===== src/rtl/tile_macros.svh =====
`ifndef TILE_MACROS_SVH
`define TILE_MACROS_SVH

// tile geometry
`define TILE_SIZE 8
`define NUM_CH 4

// field widths
`define PIX_W 8
`define FLAG_W 3

// engine result widths
`define CALC_SIZE_W 7
`define COMP_SIZE_W 6

`endif


===== src/rtl/tile_pkg.sv =====
`include "tile_macros.svh"

package tile_pkg;

	// one channel of pixels or absolute values
	typedef logic [`PIX_W*`TILE_SIZE*`TILE_SIZE-1:0] tile_data_t;

	// one flag plane
	typedef logic [`FLAG_W*`TILE_SIZE*`TILE_SIZE-1:0] tile_flag_t;

	typedef logic [`CALC_SIZE_W-1:0] calc_size_t;
	typedef logic [`COMP_SIZE_W-1:0] comp_size_t;

	// also the processing order
	typedef enum logic [1:0] {CH_B, CH_G, CH_R, CH_A} channel_e;

	typedef enum logic {ORIENT_COL, ORIENT_ROW} orient_e;

endpackage


===== src/rtl/ctrl_pkg.sv =====
package ctrl_pkg;

	// stages in order, engine stages are consecutive
	typedef enum logic [2:0] {
		ST_IDLE,
		ST_GENERATE,
		ST_CALCULATE,
		ST_COMPRESS,
		ST_DONE
	} stage_e;

	// calculate order
	typedef enum logic [1:0] {
		SLOT_A_ROW,
		SLOT_A_COL,
		SLOT_B_ROW,
		SLOT_B_COL
	} calc_slot_e;

endpackage


===== src/rtl/stage_if.sv =====
`timescale 1ns/1ps

interface stage_if;

	ctrl_pkg::stage_e stage;
	logic [1:0] slot;

	// request accepted by the engine
	logic issue;

	// response arrives this cycle
	logic capture;

	modport seq
	(
		output stage, slot, issue, capture
	);

	modport unit
	(
		input stage, slot, issue, capture
	);

endinterface


===== src/rtl/orient_select.sv =====
`timescale 1ns/1ps
`include "tile_macros.svh"

module orient_select
(
	input  logic                 clk,
	input  logic                 rst_n,
	input  tile_pkg::tile_flag_t flag_row [`NUM_CH],
	input  tile_pkg::tile_flag_t flag_col [`NUM_CH],
	input  tile_pkg::calc_size_t calc_size,
	output tile_pkg::tile_flag_t calc_flag,
	output tile_pkg::orient_e    row_sel,
	stage_if.unit st
);

	tile_pkg::calc_size_t size [`NUM_CH];
	ctrl_pkg::calc_slot_e slot;
	logic [`CALC_SIZE_W:0] row_sum;
	logic [`CALC_SIZE_W:0] col_sum;

	assign slot = ctrl_pkg::calc_slot_e'(st.slot);

	// alpha first, then blue
	always_comb
	begin
		case (slot)
			ctrl_pkg::SLOT_A_ROW: calc_flag = flag_row[tile_pkg::CH_A];
			ctrl_pkg::SLOT_A_COL: calc_flag = flag_col[tile_pkg::CH_A];
			ctrl_pkg::SLOT_B_ROW: calc_flag = flag_row[tile_pkg::CH_B];
			default:              calc_flag = flag_col[tile_pkg::CH_B];
		endcase
	end

	always_ff @(posedge clk)
	begin
		if (!rst_n)
			size <= '{default: '0};
		else if (st.capture && st.stage == ctrl_pkg::ST_CALCULATE)
			size[slot] <= calc_size;
	end

	assign row_sum = size[ctrl_pkg::SLOT_A_ROW] + size[ctrl_pkg::SLOT_B_ROW];
	assign col_sum = size[ctrl_pkg::SLOT_A_COL] + size[ctrl_pkg::SLOT_B_COL];

	// a tie keeps column
	assign row_sel = (row_sum < col_sum) ? tile_pkg::ORIENT_ROW : tile_pkg::ORIENT_COL;

endmodule


===== src/flat_wrapper.sv =====
// flat-port wrapper written by rule: the top's interface ports become plain ports
module orient_select_flat 
  (clk, rst_n, flag_row, flag_col, calc_size, calc_flag, row_sel, st_stage, st_slot, st_issue, st_capture);
  stage_if st_i ();
  input  logic clk;
  input  logic rst_n;
  input  tile_pkg::tile_flag_t flag_row[`NUM_CH];
  input  tile_pkg::tile_flag_t flag_col[`NUM_CH];
  input  tile_pkg::calc_size_t calc_size;
  output tile_pkg::tile_flag_t calc_flag;
  output tile_pkg::orient_e row_sel;
  input wire logic [$bits(st_i.stage)-1:0] st_stage;
  input wire logic [$bits(st_i.slot)-1:0] st_slot;
  input wire logic [$bits(st_i.issue)-1:0] st_issue;
  input wire logic [$bits(st_i.capture)-1:0] st_capture;
  assign st_i.stage = st_stage;
  assign st_i.slot = st_slot;
  assign st_i.issue = st_issue;
  assign st_i.capture = st_capture;
  orient_select u_core (.clk(clk), .rst_n(rst_n), .flag_row(flag_row), .flag_col(flag_col), .calc_size(calc_size), .calc_flag(calc_flag), .row_sel(row_sel), .st(st_i));
endmodule

===== config.mk =====
export PLATFORM = sky130hd
export DESIGN_NAME = orient_select_flat
export DESIGN_NICKNAME = d
export VERILOG_FILES = /design/src/rtl/tile_pkg.sv /design/src/rtl/ctrl_pkg.sv /design/src/rtl/stage_if.sv /design/src/rtl/orient_select.sv /design/src/flat_wrapper.sv
export VERILOG_INCLUDE_DIRS = /design/src /design/src/rtl
export SDC_FILE = /design/constraint.sdc
export NUM_CORES = 1
export LEC_CHECK = 0
export BUFFER_PORTS_ARGS = -buffer_cell sky130_fd_sc_hd__buf_2
export CAP_MARGIN = 20
export CORE_AREA = 10 10 678 680
export DETAILED_ROUTE_END_ITERATION = 10
export DIE_AREA = 0 0 688 690
export HOLD_SLACK_MARGIN = 0.15
export PLACE_DENSITY_LB_ADDON = 0.05
export SLEW_MARGIN = 20
export SYNTH_ARGS = -nofsm -noshare
export SYNTH_HDL_FRONTEND = slang
export SYNTH_SLANG_ARGS = --single-unit

===== constraint.sdc =====
create_clock -name clk -period 3 [get_ports clk]
set_input_delay 0.6 -clock clk [delete_from_list [all_inputs] [get_ports clk]]
set_output_delay 0.6 -clock clk [all_outputs]
set_load 0.02 [all_outputs]

==> metrics <==
status=finished with violations; violated checks=negative setup slack; Internal=1.702 mW; Post-synth top flop=dfxtp_1; Iter 0 DRT Violations=267; asr flop ratio synth=0%; syn nets=2010; vias per inst=1.437; Worst-Skew Late Latency=0.29 ns; PortBufs=975; routability cong.=0.6977; setup bufs post-CTS=0; Power Density=171.1 nW/um^2; #FFs+latches synth=28; Tmin final=3.433 ns; fillers=53080; Row Count=246; Ys Warns=0; syn_area_per_cell=15.00 sq um; Top Ports=1745; post-cts hold buffer count=0; Final Cycle Share=114.4%; final worst slack=-0.4332 ns; largest net degree at the start of global routing=41; CP Capture Type=output port; crit path DAT=2.83 ns; Post-Route WL=206100 um; number of global-route vias before repair=10830; most frequent cells in the layout=buf_2, mux4_2, buf_4, nand2_1, mux2i_1; worst hold path class=register to register; Slew headroom=64.39%; Yosys cell types=40; DIE WIDTH=688 um; clock slew at reported path FFs=0.09 ns; CTS tree=yes; Routed Antenna Nets=0; P_leak=6.603 nW; total power=3.417 mW; post-layout util=4.470%; setup slack at placement=-0.9056 ns; die height=690 um; critical path required time=2.40 ns; CTS Sinks=28; Core ar.=446600 sq um; Gate Count Post-Synth=435; layout cell share with drive strength beyond 1=86.51%; setup violators final=1; Switching Share=50.18%; total of max-cap violations=0; critical path type=register to output port; Logic pwr share=75.5%; H-tree depth reported by CTS=1; clock share of power=13.5%; RSZ-0062 raised after global routing=true; Vias=10830; Worst Skew=0 ns; gr usage total=8.305%; commonest non-fill, non-tap cell in the layout=buf_2; DP HPWL=200000 um; first-pass GRT wire length=231900 um; grt ovf=0; Area Overhead vs Synth=206.0%; sequential-to-total area share from yosys stat=8.591%; sequential share of power=11.0%; Clock Path Buffers=2; endpoints failing hold=0; Crit Path Max Fanout=2; CTS root buf=clkbuf_16; die area=474700 sq um; Psw=1.714 mW; Post-synth EDFFs=0; Inserted Clock Buffers=3; Final Max Slew Viols=0; wire length per cell=27.35 um; Worst Tran Pin Value=0.5342 ns; DRC viols=0; initial antenna violation count=369; max FFs per register=28; fmax=0.2913 GHz; biggest regs=u_core.size (28); startpoint types=register; Initial Utilization=1.461%; Top reg by flops=u_core.size; post-synth design cell area=6525 sq um; NumNets Final=3022; Peak VDD IR=0.2135 mV; Pre-Repair DR Iteration Count=4
-- routing by layer --
layer	vias up	wire (um)	global-route usage [%]
li1	4163	-	-
met1	4877	68120	8.046
met2	1120	112500	16.50
met3	553	18860	3.198
met4	116	5875	1.581
met5	-	794	0
-- kinds of logic (layout without fill, tap and decap cells) --
| group | count (synthesis) | in the layout | synth area share [%] |
|---|---|---|---|
| muxes | 220 | 220 | 71.66 |
| AOI/OAI and AO/OA | 30 | 30 | 3.241 |
| other | 0 | 139 | 0 |
| adders and majority gates | 23 | 23 | 4.640 |
| and+or+nand+nor | 65 | 65 | 4.736 |
| xor gates and xnor gates | 7 | 7 | 0.9396 |
| DFF | 28 | 28 | 8.591 |
| buffers and inverters | 62 | 1073 | 6.194 |
-- cells in the mapped netlist, types with 5 or more instances --
library cell	n	area, sq um
nor2_1	5	18.77
a21oi_1	7	35.03
o21ai_0	5	25.02
buf_2	29	145.1
mux4_2	173	3896
ha_1	21	262.8
mux4_1	19	499.2
inv_1	11	41.29
mux2i_1	28	280.3
buf_6	16	180.2
dfxtp_1	28	560.5
nand2_1	39	146.4
-- critical path, cell delays in order, from the launching register on --
cell       delay, ns
dfxtp_2         0.35
ha_4            0.16
fa_2            0.36
a211oi_2        0.21
buf_4           0.17
nor4b_4         0.05
a2111oi_4       0.33
buf_4           0.18
ha_4            0.19
nand4_1         0.08
nor2_1          0.05
a21oi_1         0.13
buf_4           0.17
buf_12          0.11
-- what timing repair did --
| item | 4_1_cts | 5_1_grt |
|---|---|---|
| pin swaps | 8 | 6 |
| endpoints found under the setup margin | 1 | 1 |
| gates resized for setup | 15 | 6 |
-- per-stage QoR --
stage | hold WS (ns) | cell area (sq um) | instances | TNS (ns)
3_5_place_dp | 0.4617 | 19420 | 7394 | -0.9056
2_1_floorplan | 0.4385 | 6525 | 435 | 0
4_1_cts | 0.4778 | 19590 | 7398 | -0.6912
3_3_place_gp | 0.4571 | 19420 | 7394 | -0.8886
6_report | 0.4697 | 19960 | 7537 | -0.4332
5_1_grt | 0.4989 | 19840 | 7488 | -0.6221
-- power by group through the flow --
stage	sequential [mW]	combinational, mW	clock, mW
5_1_grt	0.377	2.78	0.501
3_3_place_gp	0.385	2.74	0
3_5_place_dp	0.385	2.73	0
2_1_floorplan	0.384	1.00	0
6_report	0.376	2.58	0.460
4_1_cts	0.376	2.74	0.494
-- path summary, 6_finish.rpt --
check | from | end | slack (ns) | depth (start not counted)
setup / recovery | u_core.size[0]$_SDFFE_PN0P_ | row_sel | -0.43 | 13
hold / removal | u_core.size[18]$_SDFFE_PN0P_ | u_core.size[18]$_SDFFE_PN0P_ | 0.47 | 2
setup reg to reg | u_core.size[1]$_SDFFE_PN0P_ | u_core.size[1]$_SDFFE_PN0P_ | 2.25 | 3
hold reg to reg | u_core.size[18]$_SDFFE_PN0P_ | u_core.size[18]$_SDFFE_PN0P_ | 0.47 | 2
-- area by class of cell --
class                      instances  area [sq um]  share of cell area (%)
inverter                          11         41.29                  0.2068
sequential                        28         564.3                   2.827
clock inverter                     1         30.03                  0.1504
tap                             5952          7447                   37.30
multi-input combinational        345          5650                   28.30
clock buffer                       3         75.07                  0.3760
timing repair buffer            1058          5808                   29.09
antenna                          139         347.8                   1.742
Power figures use the tool's default switching activity.
