$ cat config.mk
export PLATFORM = sky130hd
export DESIGN_NAME = stage_sequencer_flat
export DESIGN_NICKNAME = d
export VERILOG_FILES = /design/src/rtl/ctrl_pkg.sv /design/src/rtl/stage_if.sv /design/src/rtl/stage_sequencer.sv /design/src/flat_wrapper.sv
export SDC_FILE = /design/constraint.sdc
export NUM_CORES = 1
export LEC_CHECK = 0
export ABC_CLOCK_PERIOD_IN_PS = 2100
export BUFFER_PORTS_ARGS = -buffer_cell sky130_fd_sc_hd__buf_2
export CELL_PAD_IN_SITES_DETAIL_PLACEMENT = 1
export CELL_PAD_IN_SITES_GLOBAL_PLACEMENT = 1
export CORE_MARGIN = 5
export CORE_UTILIZATION = 30
export DETAILED_ROUTE_END_ITERATION = 16
export PLACE_DENSITY = 0.76
export SLEW_MARGIN = 20
export SYNTH_ARGS = -nofsm -noshare
export SYNTH_HDL_FRONTEND = slang
export SYNTH_SLANG_ARGS = --single-unit
$ cat constraint.sdc
create_clock -name clk -period 2.1 [get_ports clk]
set_input_delay 0.42 -clock clk [delete_from_list [all_inputs] [get_ports clk]]
set_output_delay 0.42 -clock clk [all_outputs]
set_load 0.03 [all_outputs]
$ cat src/rtl/ctrl_pkg.sv
package ctrl_pkg;

	// stages in order, engine stages are consecutive
	typedef enum logic [2:0] {
		ST_IDLE,
		ST_GENERATE,
		ST_CALCULATE,
		ST_COMPRESS,
		ST_DONE
	} stage_e;

	// calculate order
	typedef enum logic [1:0] {
		SLOT_A_ROW,
		SLOT_A_COL,
		SLOT_B_ROW,
		SLOT_B_COL
	} calc_slot_e;

endpackage

$ cat src/rtl/stage_if.sv
`timescale 1ns/1ps

interface stage_if;

	ctrl_pkg::stage_e stage;
	logic [1:0] slot;

	// request accepted by the engine
	logic issue;

	// response arrives this cycle
	logic capture;

	modport seq
	(
		output stage, slot, issue, capture
	);

	modport unit
	(
		input stage, slot, issue, capture
	);

endinterface

$ cat src/rtl/stage_sequencer.sv
`timescale 1ns/1ps

module stage_sequencer
(
	input  logic clk,
	input  logic rst_n,
	input  logic in_valid,
	input  logic out_ready,
	input  logic gen_req_ready,
	input  logic calc_req_ready,
	input  logic comp_req_ready,
	input  logic gen_rsp_valid,
	input  logic calc_rsp_valid,
	input  logic comp_rsp_valid,
	output logic in_ready,
	output logic out_valid,
	output logic gen_req_valid,
	output logic calc_req_valid,
	output logic comp_req_valid,
	stage_if.seq st
);

	ctrl_pkg::stage_e stage;
	logic [1:0] slot;
	logic busy;
	logic engine;
	logic req_valid;
	logic req_ready;
	logic rsp_valid;

	// select the engine of the current stage
	always_comb
	begin
		engine    = 1'b1;
		req_ready = 1'b0;
		rsp_valid = 1'b0;
		case (stage)
			ctrl_pkg::ST_GENERATE:
			begin
				req_ready = gen_req_ready;
				rsp_valid = gen_rsp_valid;
			end
			ctrl_pkg::ST_CALCULATE:
			begin
				req_ready = calc_req_ready;
				rsp_valid = calc_rsp_valid;
			end
			ctrl_pkg::ST_COMPRESS:
			begin
				req_ready = comp_req_ready;
				rsp_valid = comp_rsp_valid;
			end
			default:
			begin
				engine = 1'b0;
			end
		endcase
	end

	// single issue, no new request until the response is back
	assign req_valid = engine && !busy;

	assign gen_req_valid  = req_valid && (stage == ctrl_pkg::ST_GENERATE);
	assign calc_req_valid = req_valid && (stage == ctrl_pkg::ST_CALCULATE);
	assign comp_req_valid = req_valid && (stage == ctrl_pkg::ST_COMPRESS);
	assign in_ready       = (stage == ctrl_pkg::ST_IDLE);
	assign out_valid      = (stage == ctrl_pkg::ST_DONE);

	assign st.stage   = stage;
	assign st.slot    = slot;
	assign st.issue   = req_valid && req_ready;
	assign st.capture = rsp_valid;

	always_ff @(posedge clk)
	begin
		if (!rst_n)
			busy <= 1'b0;
		else if (st.capture)
			busy <= 1'b0;
		else if (st.issue)
			busy <= 1'b1;
	end

	always_ff @(posedge clk)
	begin
		if (!rst_n)
		begin
			stage <= ctrl_pkg::ST_IDLE;
			slot  <= 2'd0;
		end
		else
		begin
			case (stage)
				ctrl_pkg::ST_IDLE:
				begin
					if (in_valid)
						stage <= ctrl_pkg::ST_GENERATE;
				end
				ctrl_pkg::ST_DONE:
				begin
					if (out_ready)
						stage <= ctrl_pkg::ST_IDLE;
				end
				default:
				begin
					// slot wraps to 0 together with the stage step
					if (st.capture)
					begin
						slot <= slot + 2'd1;
						if (slot == 2'd3)
							stage <= ctrl_pkg::stage_e'(stage + 3'd1);
					end
				end
			endcase
		end
	end

	a_req_hold: assert property (@(posedge clk) disable iff (!rst_n)
		req_valid && !req_ready |=> req_valid && $stable(stage) && $stable(slot));

	a_one_req: assert property (@(posedge clk) disable iff (!rst_n)
		$onehot0({gen_req_valid, calc_req_valid, comp_req_valid}));

	// a response needs an accepted request of the same engine
	a_gen_rsp: assert property (@(posedge clk) disable iff (!rst_n)
		gen_rsp_valid |-> stage == ctrl_pkg::ST_GENERATE && (busy || st.issue));

	a_calc_rsp: assert property (@(posedge clk) disable iff (!rst_n)
		calc_rsp_valid |-> stage == ctrl_pkg::ST_CALCULATE && (busy || st.issue));

	a_comp_rsp: assert property (@(posedge clk) disable iff (!rst_n)
		comp_rsp_valid |-> stage == ctrl_pkg::ST_COMPRESS && (busy || st.issue));

endmodule

$ cat src/flat_wrapper.sv
// flat-port wrapper written by rule: the top's interface ports become plain ports
module stage_sequencer_flat 
  (clk, rst_n, in_valid, out_ready, gen_req_ready, calc_req_ready, comp_req_ready, gen_rsp_valid, calc_rsp_valid, comp_rsp_valid, in_ready, out_valid, gen_req_valid, calc_req_valid, comp_req_valid, st_stage, st_slot, st_issue, st_capture);
  stage_if st_i ();
  input  logic clk;
  input  logic rst_n;
  input  logic in_valid;
  input  logic out_ready;
  input  logic gen_req_ready;
  input  logic calc_req_ready;
  input  logic comp_req_ready;
  input  logic gen_rsp_valid;
  input  logic calc_rsp_valid;
  input  logic comp_rsp_valid;
  output logic in_ready;
  output logic out_valid;
  output logic gen_req_valid;
  output logic calc_req_valid;
  output logic comp_req_valid;
  output wire logic [$bits(st_i.stage)-1:0] st_stage;
  output wire logic [$bits(st_i.slot)-1:0] st_slot;
  output wire logic [$bits(st_i.issue)-1:0] st_issue;
  output wire logic [$bits(st_i.capture)-1:0] st_capture;
  assign st_stage = st_i.stage;
  assign st_slot = st_i.slot;
  assign st_issue = st_i.issue;
  assign st_capture = st_i.capture;
  stage_sequencer u_core (.clk(clk), .rst_n(rst_n), .in_valid(in_valid), .out_ready(out_ready), .gen_req_ready(gen_req_ready), .calc_req_ready(calc_req_ready), .comp_req_ready(comp_req_ready), .gen_rsp_valid(gen_rsp_valid), .calc_rsp_valid(calc_rsp_valid), .comp_rsp_valid(comp_rsp_valid), .in_ready(in_ready), .out_valid(out_valid), .gen_req_valid(gen_req_valid), .calc_req_valid(calc_req_valid), .comp_req_valid(comp_req_valid), .st(st_i));
endmodule
==> results of run 1 <==
==> cell families after synthesis <==
| kind of cell | after synthesis |
|---|---|
| adders and majority gates | 6 |
| AOI/OAI and AO/OA | 9 |
| and+or+nand+nor | 23 |
| DFF | 6 |
| buffers and inverters | 4 |
| muxes | 3 |
==> synth_stat cells, drive strengths merged, types with 2 or more instances <==
cell type and count:
nor2b 2, nand2 6, a222oi 2, nor2 2, nand2b 3, nor3b 3
mux2i 2, nor3 2, dfxtp 6, ha 6, inv 3
==> how the worst max path moves through the flow <==
stage | from | to | slack (ns) | cells past startpoint
floorplan | u_core.st.stage[0] | u_core.st.stage[0] | 0.01 | 5
global placement | u_core.st.stage[0] | st_issue | 0.23 | 5
detailed placement | u_core.st.stage[0] | u_core.st.stage[0] | 0.15 | 6
CTS | u_core.st.stage[0] | st_capture | 0.002 | 6
global route | u_core.st.stage[0] | st_capture | -0.06 | 5
finish | u_core.st.stage[0] | st_capture | 0.02 | 5
==> final cells by class <==
cell class              instances  area share (%)
clock buffers                   3            3.10
inverters                       3            1.55
multi-input cells              41            50.1
flip-flops and latches          6            17.6
well taps                      16            2.75
repair buffers                 30            25.0
==> power by group <==
| part | switching [uW] | total (uW) | internal (uW) | leakage, uW |
|---|---|---|---|---|
| clock network | 47.6 | 113 | 65.1 | 0.0000138 |
| registers | 7.93 | 128 | 120 | 0.0000500 |
| logic | 87.6 | 152 | 64.7 | 0.000278 |
| total | 143 | 393 | 250 | 0.000341 |
==> registers in the layout (all words and copies together), names as in the netlist <==
register,flops
u_core.st.stage,3
u_core.st.slot,2
u_core.busy,1
==> critical path: cells and delay by family (launching register included) <==
kind / cells / cell delay [ns]
and+or+nand+nor: 1 / 0.10
DFF: 1 / 0.36
adders and majority gates: 2 / 0.31
buffers and inverters: 1 / 0.16
AOI/OAI and AO/OA: 1 / 0.47
==> per-stage QoR <==
| stage | instance area [um^2] | utilization, % | setup slack (ns) | setup TNS, ns |
|---|---|---|---|---|
| after CTS | 704 | 47.9 | 0.00243 | 0 |
| after floorplan | 470 | - | 0.0127 | 0 |
| after global placement | 607 | 41.2 | 0.227 | 0 |
| after global routing | 727 | 49.4 | -0.0612 | -0.0631 |
| final | 727 | 49.4 | 0.0169 | 0 |
| after detailed placement | 607 | 41.2 | 0.149 | 0 |
==> repair_timing <==
item,CTS,global route
cloned,0,0
pin swaps,3,7
setup buffers,5,2
resized for setup,9,4
endpoints found under the setup margin,2,2
==> per-layer routing <==
metal  vias up  global-route usage (%)
li1        254                       -
met1       249                    14.2
met2        23                    22.1
met3         3                    3.98
met4         0                    4.04
met5         -                       0
==> out/qor.yml, run 1 <==
yosys:
  yosysSeqAreaShare_pct: 26.2
  avgSynthCellArea_um2: 9.00
  synth_seq_cells: 6
  syn_inst: 51
  synth_fa_ha_area_share_pct: 16.3
  ys_warn_count: 0
  synth_top_family_by_area: "simple AND/OR/NAND/NOR gates"
  synth_compound_area_share_pct: 19.6
  synthMuxAreaShare_pct: 6.81
  synth_cell_types: 26
  synth_top_area_share_pct: 26.2
  synth_top_area_cell: "dfxtp_1"
  synthSimpleGateAreaFrac_pct: 27.8
  ys_async_sr_fraction_pct: 0
  synth_edf_count: 0
  synth_xor_area_share_pct: 0
  synth_ff_type: "dfxtp_1"
  ys_top_cells_by_area: "dfxtp_1, ha_1, nand2_1"
  syn_nets: 67
  synthesis.area_um2: 459
global_route:
  grt_usage_pct: 12.6
  grt_pass1_wl_um: 2480
  grt_pass1_vias: 545
  grt_start_max_net_pins: 13
  grt_overflow: 0
  antenna_found_initial: 0
clocking:
  clockBufferDepth: 2
  numCtsBuffers: 3
  insertion_delay_ns: 0.25
  clock_sinks: 6
  htreeDepth: 1
  clk_pin_slew_ns: 0.05
  root_buffer: "clkbuf_4"
  tritoncts: "done"
  holdBufCountCts: 0
detailed_routing:
  met2_length_um: 722
  totalWireLength_um: 1480
  wl_met3_um: 111
  drt-initial-drc-count: 9
  firstDrtPassIters: 4
  wl_met1_um: 615
  drc: 0
  vias: 529
  ant_nets: 0
  wire_per_inst_um: 14.9
  via_per_inst: 5.34
  highest_layer: "met4"
run_status:
  status: "completed"
timing:
  slew_viol_final: 0
  max_freq_mhz: 480
  rsz0062_at_grt: "yes"
  finalSetupViolations: 0
  final_hold_viol_count: 0
  finClkSkew_ns: 0.00800
  tightest_slew_ns: 0.475
  fin_crit_sh_pct: 99.2
  period_needed_ns: 2.08
  relSlewSlack_pct: 68.1
  whs_ns: 0.477
power_and_ir_drop:
  p_total_uw: 393
  p_per_area_mw_per_mm2: 540
  p_leak_uw: 0.000341
  peakVddDrop_v: 0.000308
setup_path:
  cp-start-kind: "flip-flop"
  crit_top_cell: "ha_4"
  cp.required_ns: 1.68
  rr_endpoint: "u_core.st.stage[0]"
  r2r_start: "u_core.st.stage[0]"
  max_stage_delay_ns: 0.47
  reg2reg_depth: 8
  rrSetupSlack_ns: 0.12
  path_max_fanout: 4
  path_class: "reg -> out"
  crit_arrival_ns: 1.66
  path_cells: "ha_4 -> ha_4 -> a222oi_1 -> nor2_2 -> buf_6"
  cp_slowest_cell: "a222oi_1"
  end_kind: "output port"
worst_hold_path:
  worstHoldPathCells: 2
  worstHoldPathType: "reg -> reg"
  holdPathEnd: "u_core.st.slot[1]"
  hp-start: "u_core.st.slot[1]"
finish:
  diodes: 0
  layout_common_cells: "buf_2, buf_4, nand2_1"
  fill_cells: 180
  seqCellArea_um2: 128
  fin_nets: 101
  area_growth_pct: 58.3
  drive_above_1_share_pct: 54.2
  multi_input_area_um2: 364
  final_common_cell: "buf_2"
  fin_cells: 99
job:
  maxCapViolCount: 0
placed_design:
  dp.cells: 89
  dp_hpwl_um: 1080
  port_buffers: 21
  finalWeightedCongestion: 0.782
die:
  initial_core_util_pct: 31.2
  coreArea_mm2: 0.00147
  fp.dieW_um: 49.1
  dieArea_mm2: 0.00241
  rows: 14
  io_pins: 22
  die_y_um: 49.1
Note: power is estimated with default switching activity, not from simulation.
==> inputs of run 2 (changes only) <==
--- a/config.mk
+++ b/config.mk
@@ -12,7 +12,7 @@
 export CORE_MARGIN = 5
 export CORE_UTILIZATION = 30
 export DETAILED_ROUTE_END_ITERATION = 16
-export PLACE_DENSITY = 0.76
+export PLACE_DENSITY = 0.75
 export SLEW_MARGIN = 20
 export SYNTH_ARGS = -nofsm -noshare
 export SYNTH_HDL_FRONTEND = slang
==> run 2 against run 1 <==
Compared with the run above: the flow now finishes with violations (setup timing); clock power is 6% lower; final cell count increased by 1.0%; combinational power barely moved; total power decreased by 0.83%; critical endpoint is now st_issue; count of clock-buffer cells in the layout is the same; setup slack worse by 0.023 ns.
==> out/qor.yml, run 2 (synthesis gave the netlist of run 1 again) <==
run_status:
  status: "finished with violations"
  violations: "setup timing"
setup_path:
  path_cells: "ha_4 -> ha_4 -> a222oi_1 -> buf_4 -> nor3_2 -> buf_4"
  max_stage_delay_ns: 0.36  # -0.11 ns
  reg2reg_depth: 10  # +2
  r2r_start: "u_core.st.stage[0]"
  rr_endpoint: "u_core.busy"
  end_kind: "output port"
  path_class: "reg -> out"
  crit_arrival_ns: 1.69  # +0.03 ns
  cp_slowest_cell: "dfxtp_4"
  cp-start-kind: "flip-flop"
  cp.required_ns: 1.68  # about the same
  path_max_fanout: 7  # +3
  rrSetupSlack_ns: 0.11  # about the same
placed_design:
  place_area_um2: 614  # +1.2%
  dp_hpwl_um: 1150  # +7.1%
  port_buffers: 21  # unchanged
  finalWeightedCongestion: 0.773  # -1.2%
timing:
  rsz0062_at_grt: "yes"
  finalSetupViolations: 1  # +1
  finClkSkew_ns: 0.000845  # -0.00715 ns
  fin_crit_sh_pct: 100  # +1.1 points
  final_hold_viol_count: 0  # unchanged
  fin_tns_setup_ns: -0.00655  # -0.00655 ns
  tightest_slew_ns: 0.425  # -0.0503 ns
  slew_viol_final: 0  # unchanged
  setup_ws_ns: -0.00655  # -0.0234 ns
  relSlewSlack_pct: 71.5  # +3.4 points
  period_needed_ns: 2.11  # +0.0234 ns
  max_freq_mhz: 475  # -1.1%
finish:
  top_register: "u_core.st.stage"
  final_common_cell: "buf_2"
  area_growth_pct: 60.5
  drive_above_1_share_pct: 53.6  # -0.65 points
  final_cell_area_um2: 737  # +1.4%
  diodes: 0  # unchanged
  largest_register_ffs: 3  # unchanged
  layout_common_cells: "buf_2, buf_4, nand2_1"
  biggestRegsByFlops: "u_core.st.stage: 3 flops, u_core.st.slot: 2 flops, u_core.busy: 1 flops"
  fin_nets: 102  # +0.99%
global_route:
  grt_pass1_vias: 538  # -1.3%
  grt_start_max_net_pins: 13  # unchanged
  grt_overflow: 0  # unchanged
  grt_usage_pct: 13.0  # +0.40 points
  grt_pass1_wl_um: 2500  # +0.81%
  antenna_found_initial: 0  # unchanged
detailed_routing:
  drc: 0  # unchanged
  vias: 513  # -3.0%
  totalWireLength_um: 1590  # +8.1%
  ant_nets: 0  # unchanged
  firstDrtPassIters: 4  # unchanged
  drt-initial-drc-count: 7  # -2
  wire_per_inst_um: 15.9  # +7.0%
  via_per_inst: 5.13  # -4.0%
worst_hold_path:
  worstHoldPathCells: 2  # unchanged
  worstHoldPathType: "reg -> reg"
  hp-start: "u_core.st.slot[1]"
  holdPathEnd: "u_core.st.slot[1]"
die:
  io_pins: 22  # unchanged
  coreArea_mm2: 0.00147  # unchanged
  rows: 14  # unchanged
  dieArea_mm2: 0.00241  # unchanged
  die_y_um: 49.1  # unchanged
  fp.dieW_um: 49.1  # unchanged
  initial_core_util_pct: 31.2  # unchanged
job:
  maxCapViolCount: 0  # unchanged
clocking:
  tritoncts: "done"
  root_buffer: "clkbuf_4"
  holdBufCountCts: 0  # unchanged
  clock_sinks: 6  # unchanged
  insertion_delay_ns: 0.24  # about the same
  numCtsBuffers: 3  # unchanged
  htreeDepth: 1  # unchanged
  clockBufferDepth: 2  # unchanged
  clk_pin_slew_ns: 0.04  # about the same
power_and_ir_drop:
  p_leak_uw: 0.000344  # +0.71%
  p_total_uw: 389  # -0.83%
  peakVddDrop_v: 0.000249  # -19%
  p_per_area_mw_per_mm2: 528  # -2.2%
==> run 2: cell count changes in the layout (fill, tap and decap cells not counted), sizes merged <==
cell	previous run	this run
buf	30	31
==> run 2: stage by stage <==
| stage | instances | setup slack [ns] | hold WS (ns) | utilization (%) |
|---|---|---|---|---|
| 2_1_floorplan | 51 | 0.0127 | 0.596 | - |
| 6_report | 100 | -0.00655 | 0.474 | 50.1 |
| 3_3_place_gp | 90 | 0.225 | 0.472 | 41.8 |
| 5_1_grt | 100 | -0.0407 | 0.524 | 50.1 |
| 4_1_cts | 99 | 0.00855 | 0.479 | 47.5 |
| 3_5_place_dp | 90 | 0.122 | 0.472 | 41.8 |
==> run 2: worst max path at each step <==
stage                             startpoint            endpoint  slack [ns]  cells after the start
after CTS                 u_core.st.stage[0]          st_capture       0.009                      6
final                     u_core.st.stage[0]            st_issue      -0.007                      6
after floorplan           u_core.st.stage[0]  u_core.st.stage[0]        0.01                      5
after detailed placement  u_core.st.stage[0]          st_capture        0.12                      5
after global placement    u_core.st.stage[0]            st_issue        0.22                      5
after global routing      u_core.st.stage[0]            st_issue       -0.04                      6
==> run 2: critical path: cells and delay by family (launching register included) <==
kind,cells,cell delay [ns]
AOI/OAI and AO/OA,1,0.35
and+or+nand+nor,1,0.03
DFF,1,0.36
buffers and inverters,2,0.36
adders and majority gates,2,0.33
==> run 2: cell type report <==
class / count / area [um^2]
clock buffer: 3 / 22.5
fill: 197 / 734
inverter: 3 / 11.3
multi-input combinational: 41 / 367
sequential: 6 / 128
tap: 16 / 20.0
timing repair buffer: 31 / 189
==> run 2: timing repair <==
item / 4_1_cts / 5_1_grt
setup endpoints to repair: 2 / 3
pin swaps: 4 / 5
cloned: 0 / 0
gates resized for setup: 7 / 5
buffers inserted: 6 / 1
==> run 2: routing by layer <==
metal | up-vias | global-route usage, % | share of wire [%]
met5 | - | 0 | 0
met4 | 0 | 4.04 | 0.63
met3 | 2 | 4.89 | 5.0
met2 | 15 | 23.4 | 53
met1 | 239 | 13.7 | 41
li1 | 257 | - | -
==> run 2: power breakdown <==
part	internal [uW]	leakage (uW)	switching, uW
sequential	120	0.0000500	10.4
combinational	66.5	0.000280	86.1
clock	64.6	0.0000138	41.7
total	251	0.000344	138
==> inputs of run 3 (changes only) <==
--- a/config.mk
+++ b/config.mk
@@ -13,6 +13,7 @@
 export CORE_UTILIZATION = 30
 export DETAILED_ROUTE_END_ITERATION = 16
 export PLACE_DENSITY = 0.75
+export SETUP_SLACK_MARGIN = 0.2
 export SLEW_MARGIN = 20
 export SYNTH_ARGS = -nofsm -noshare
 export SYNTH_HDL_FRONTEND = slang
==> run 3 against run 2 <==
Compared with the run above: the flow now finishes without violations; worst hold slack improved by 0.0099 ns; non-clock buffer count decreased by 4; largest cell class unchanged; register-to-register slack gained 0.18 ns; first-iteration DRC count increased by 71%; critical path depth is 1 lower; routed wire length down 15%; combinational power fell by 7%; critical endpoint is now st_capture; sequential power hardly changed; final area is 3.4% lower; fmax rose by 2.3%.
==> out/qor.yml, run 3 (synthesis gave the netlist of run 1 again) <==
power_and_ir_drop:
  p_sw_share_pct: 36.5  # +1.0 points
  comb_power_share_pct: 36.2  # -3.0 points
  cell_internal_pwr_uw: 251  # -0.11%
  p_per_area_mw_per_mm2: 555  # +5.1%
  peakVddDrop_v: 0.000343  # +38%
  p_leak_uw: 0.000329  # -4.4%
  p_seq_share_pct: 32.1  # -1.4 points
  p_total_uw: 395  # +1.5%
  pwr-share-clk_pct: 31.7  # +4.4 points
  p_sw_uw: 144  # +4.5%
detailed_routing:
  firstDrtPassIters: 4  # unchanged
  drt-initial-drc-count: 12  # +5
  ant_nets: 0  # unchanged
  drc: 0  # unchanged
  via_per_inst: 5.29  # +3.1%
  totalWireLength_um: 1360  # -15%
  vias: 513  # unchanged
  wire_per_inst_um: 14.0  # -12%
global_route:
  grt_overflow: 0  # unchanged
  grt_usage_pct: 12.2  # -0.80 points
  gr-usage-met3_pct: 4.28  # -0.61 points
  met2_usage_pct: 18.7  # -4.7 points
  grt_pass1_wl_um: 2300  # -8.0%
  busiest_layer: "met2"
  globalRouteMet1Util_pct: 14.2  # +0.42 points
  grt_start_max_net_pins: 13  # unchanged
  grt_pass1_vias: 507  # -5.8%
  antenna_found_initial: 0  # unchanged
clocking:
  root_buffer: "clkbuf_4"
  htreeDepth: 1  # unchanged
  numCtsBuffers: 3  # unchanged
  clock_sinks: 6  # unchanged
  clockBufferDepth: 2  # unchanged
  tritoncts: "done"
  clk_pin_slew_ns: 0.05  # about the same
  insertion_delay_ns: 0.26  # +0.02 ns
job:
  maxCapViolCount: 0  # unchanged
finish:
  final_common_cell: "buf_2"
  fill_cells: 190  # -3.6%
  largest_register_ffs: 3  # unchanged
  fin_util_pct: 48.4  # -1.7 points
  seqCellArea_um2: 131  # +2.9%
  top_register: "u_core.st.stage"
  diodes: 0  # unchanged
  layout_common_cells: "buf_2, buf_4, nand2_1"
  multi_input_area_um2: 362  # -1.4%
  area_growth_pct: 55.0
  fin_nets: 98  # -3.9%
  fin_cells: 97  # -3.0%
  drive_above_1_share_pct: 51.9  # -1.7 points
  final_cell_area_um2: 712  # -3.4%
  biggestRegsByFlops: "u_core.st.stage: 3 flops, u_core.st.slot: 2 flops, u_core.busy: 1 flops"
timing:
  setup_ws_ns: 0.0409  # +0.0475 ns
  relSlewSlack_pct: 68.9  # -2.6 points
  period_needed_ns: 2.06  # -0.0475 ns
  fin_crit_sh_pct: 98.1  # -2.3 points
  rsz0062_at_grt: "yes"
  slew_viol_final: 0  # unchanged
  final_hold_viol_count: 0  # unchanged
  max_freq_mhz: 486  # +2.3%
  finalSetupViolations: 0  # -1
  tightest_slew_ns: 0.466  # +0.0417 ns
  finClkSkew_ns: 0.00525  # +0.00440 ns
worst_hold_path:
  hp-start: "u_core.st.slot[1]"
  worstHoldPathCells: 2  # unchanged
  worstHoldPathType: "reg -> reg"
  holdPathEnd: "u_core.st.slot[1]"
placed_design:
  place_area_um2: 644  # +4.9%
  finalWeightedCongestion: 0.709  # -8.2%
  dp.cells: 89  # -1.1%
  pre_cts_ws_ns: 0.270  # +0.148 ns
  dp_hpwl_um: 1030  # -11%
  port_buffers: 21  # unchanged
die:
  rows: 14  # unchanged
  die_y_um: 49.1  # unchanged
  coreArea_mm2: 0.00147  # unchanged
  fp.dieW_um: 49.1  # unchanged
  dieArea_mm2: 0.00241  # unchanged
  io_pins: 22  # unchanged
  initial_core_util_pct: 31.2  # unchanged
setup_path:
  r2r_start: "u_core.st.stage[1]"
  cp-start-kind: "flip-flop"
  max_stage_delay_ns: 0.46  # +0.10 ns
  cp_slowest_cell: "a222oi_1"
  path_cells: "ha_4 -> ha_4 -> a222oi_1 -> nor2_2 -> buf_6"
  crit_arrival_ns: 1.64  # -0.05 ns
  crit_top_cell: "ha_4"
  rr_endpoint: "u_core.st.stage[0]"
  rrSetupSlack_ns: 0.29  # +0.18 ns
  reg2reg_depth: 6  # -4
  cp.required_ns: 1.68  # about the same
  path_class: "reg -> out"
  end_kind: "output port"
  path_max_fanout: 4  # -3
  critPathLaunch: "u_core.st.stage[0]"
run_status:
  status: "completed"
## run 3: cell types whose count changed in the layout (fill, tap and decap cells not counted), sizes merged
cell,previous run,this run
clkbuf,3,4
buf,31,27
## run 3: per-layer routing
layer	vias to the layer above	wire length, um
li1	247	-
met1	241	606
met2	20	618
met3	5	93
met4	0	37
met5	-	0
## run 3: power by group through the flow
stage	clock network [uW]	logic [uW]	registers [uW]
floorplan	0	79.2	138
global placement	0	128	132
detailed placement	0	129	132
CTS	129	144	127
global route	138	155	128
finish	125	143	127
## run 3: critical path, delay by kind of cell, from the launching register on
family / cells / cell delay (ns)
adders and majority gates: 2 / 0.31
and+or+nand+nor: 1 / 0.09
AOI/OAI and AO/OA: 1 / 0.46
DFF: 1 / 0.36
buffers and inverters: 1 / 0.16
## run 3: worst max-delay path by stage
stage                          to  cells past startpoint
6_report               st_capture                      5
5_1_grt                st_capture                      5
4_1_cts                st_capture                      5
3_5_place_dp           st_capture                      5
3_3_place_gp           st_capture                      5
2_1_floorplan  u_core.st.stage[0]                      5
## run 3: area by class of cell
class                   count  share of cell area, %
well taps                  16                   2.81
inverters                   3                   1.58
repair buffers             27                   22.7
clock buffers               4                   3.69
flip-flops and latches      6                   18.5
multi-input cells          41                   50.8
## run 3: metrics by stage
stage                     hold slack [ns]  TNS (ns)
after floorplan                     0.547         0
after global placement              0.467         0
after detailed placement            0.475         0
after CTS                           0.487  -0.00687
after global routing                0.495    -0.122
final                               0.484         0
## run 3: repair_timing
action,in CTS,in global routing
endpoints found under the hold margin,0,0
pin swaps,2,1
setup buffers,4,0
cloned,0,0
gates resized for setup,3,2
setup endpoints to repair,2,4
hold buffers,0,0
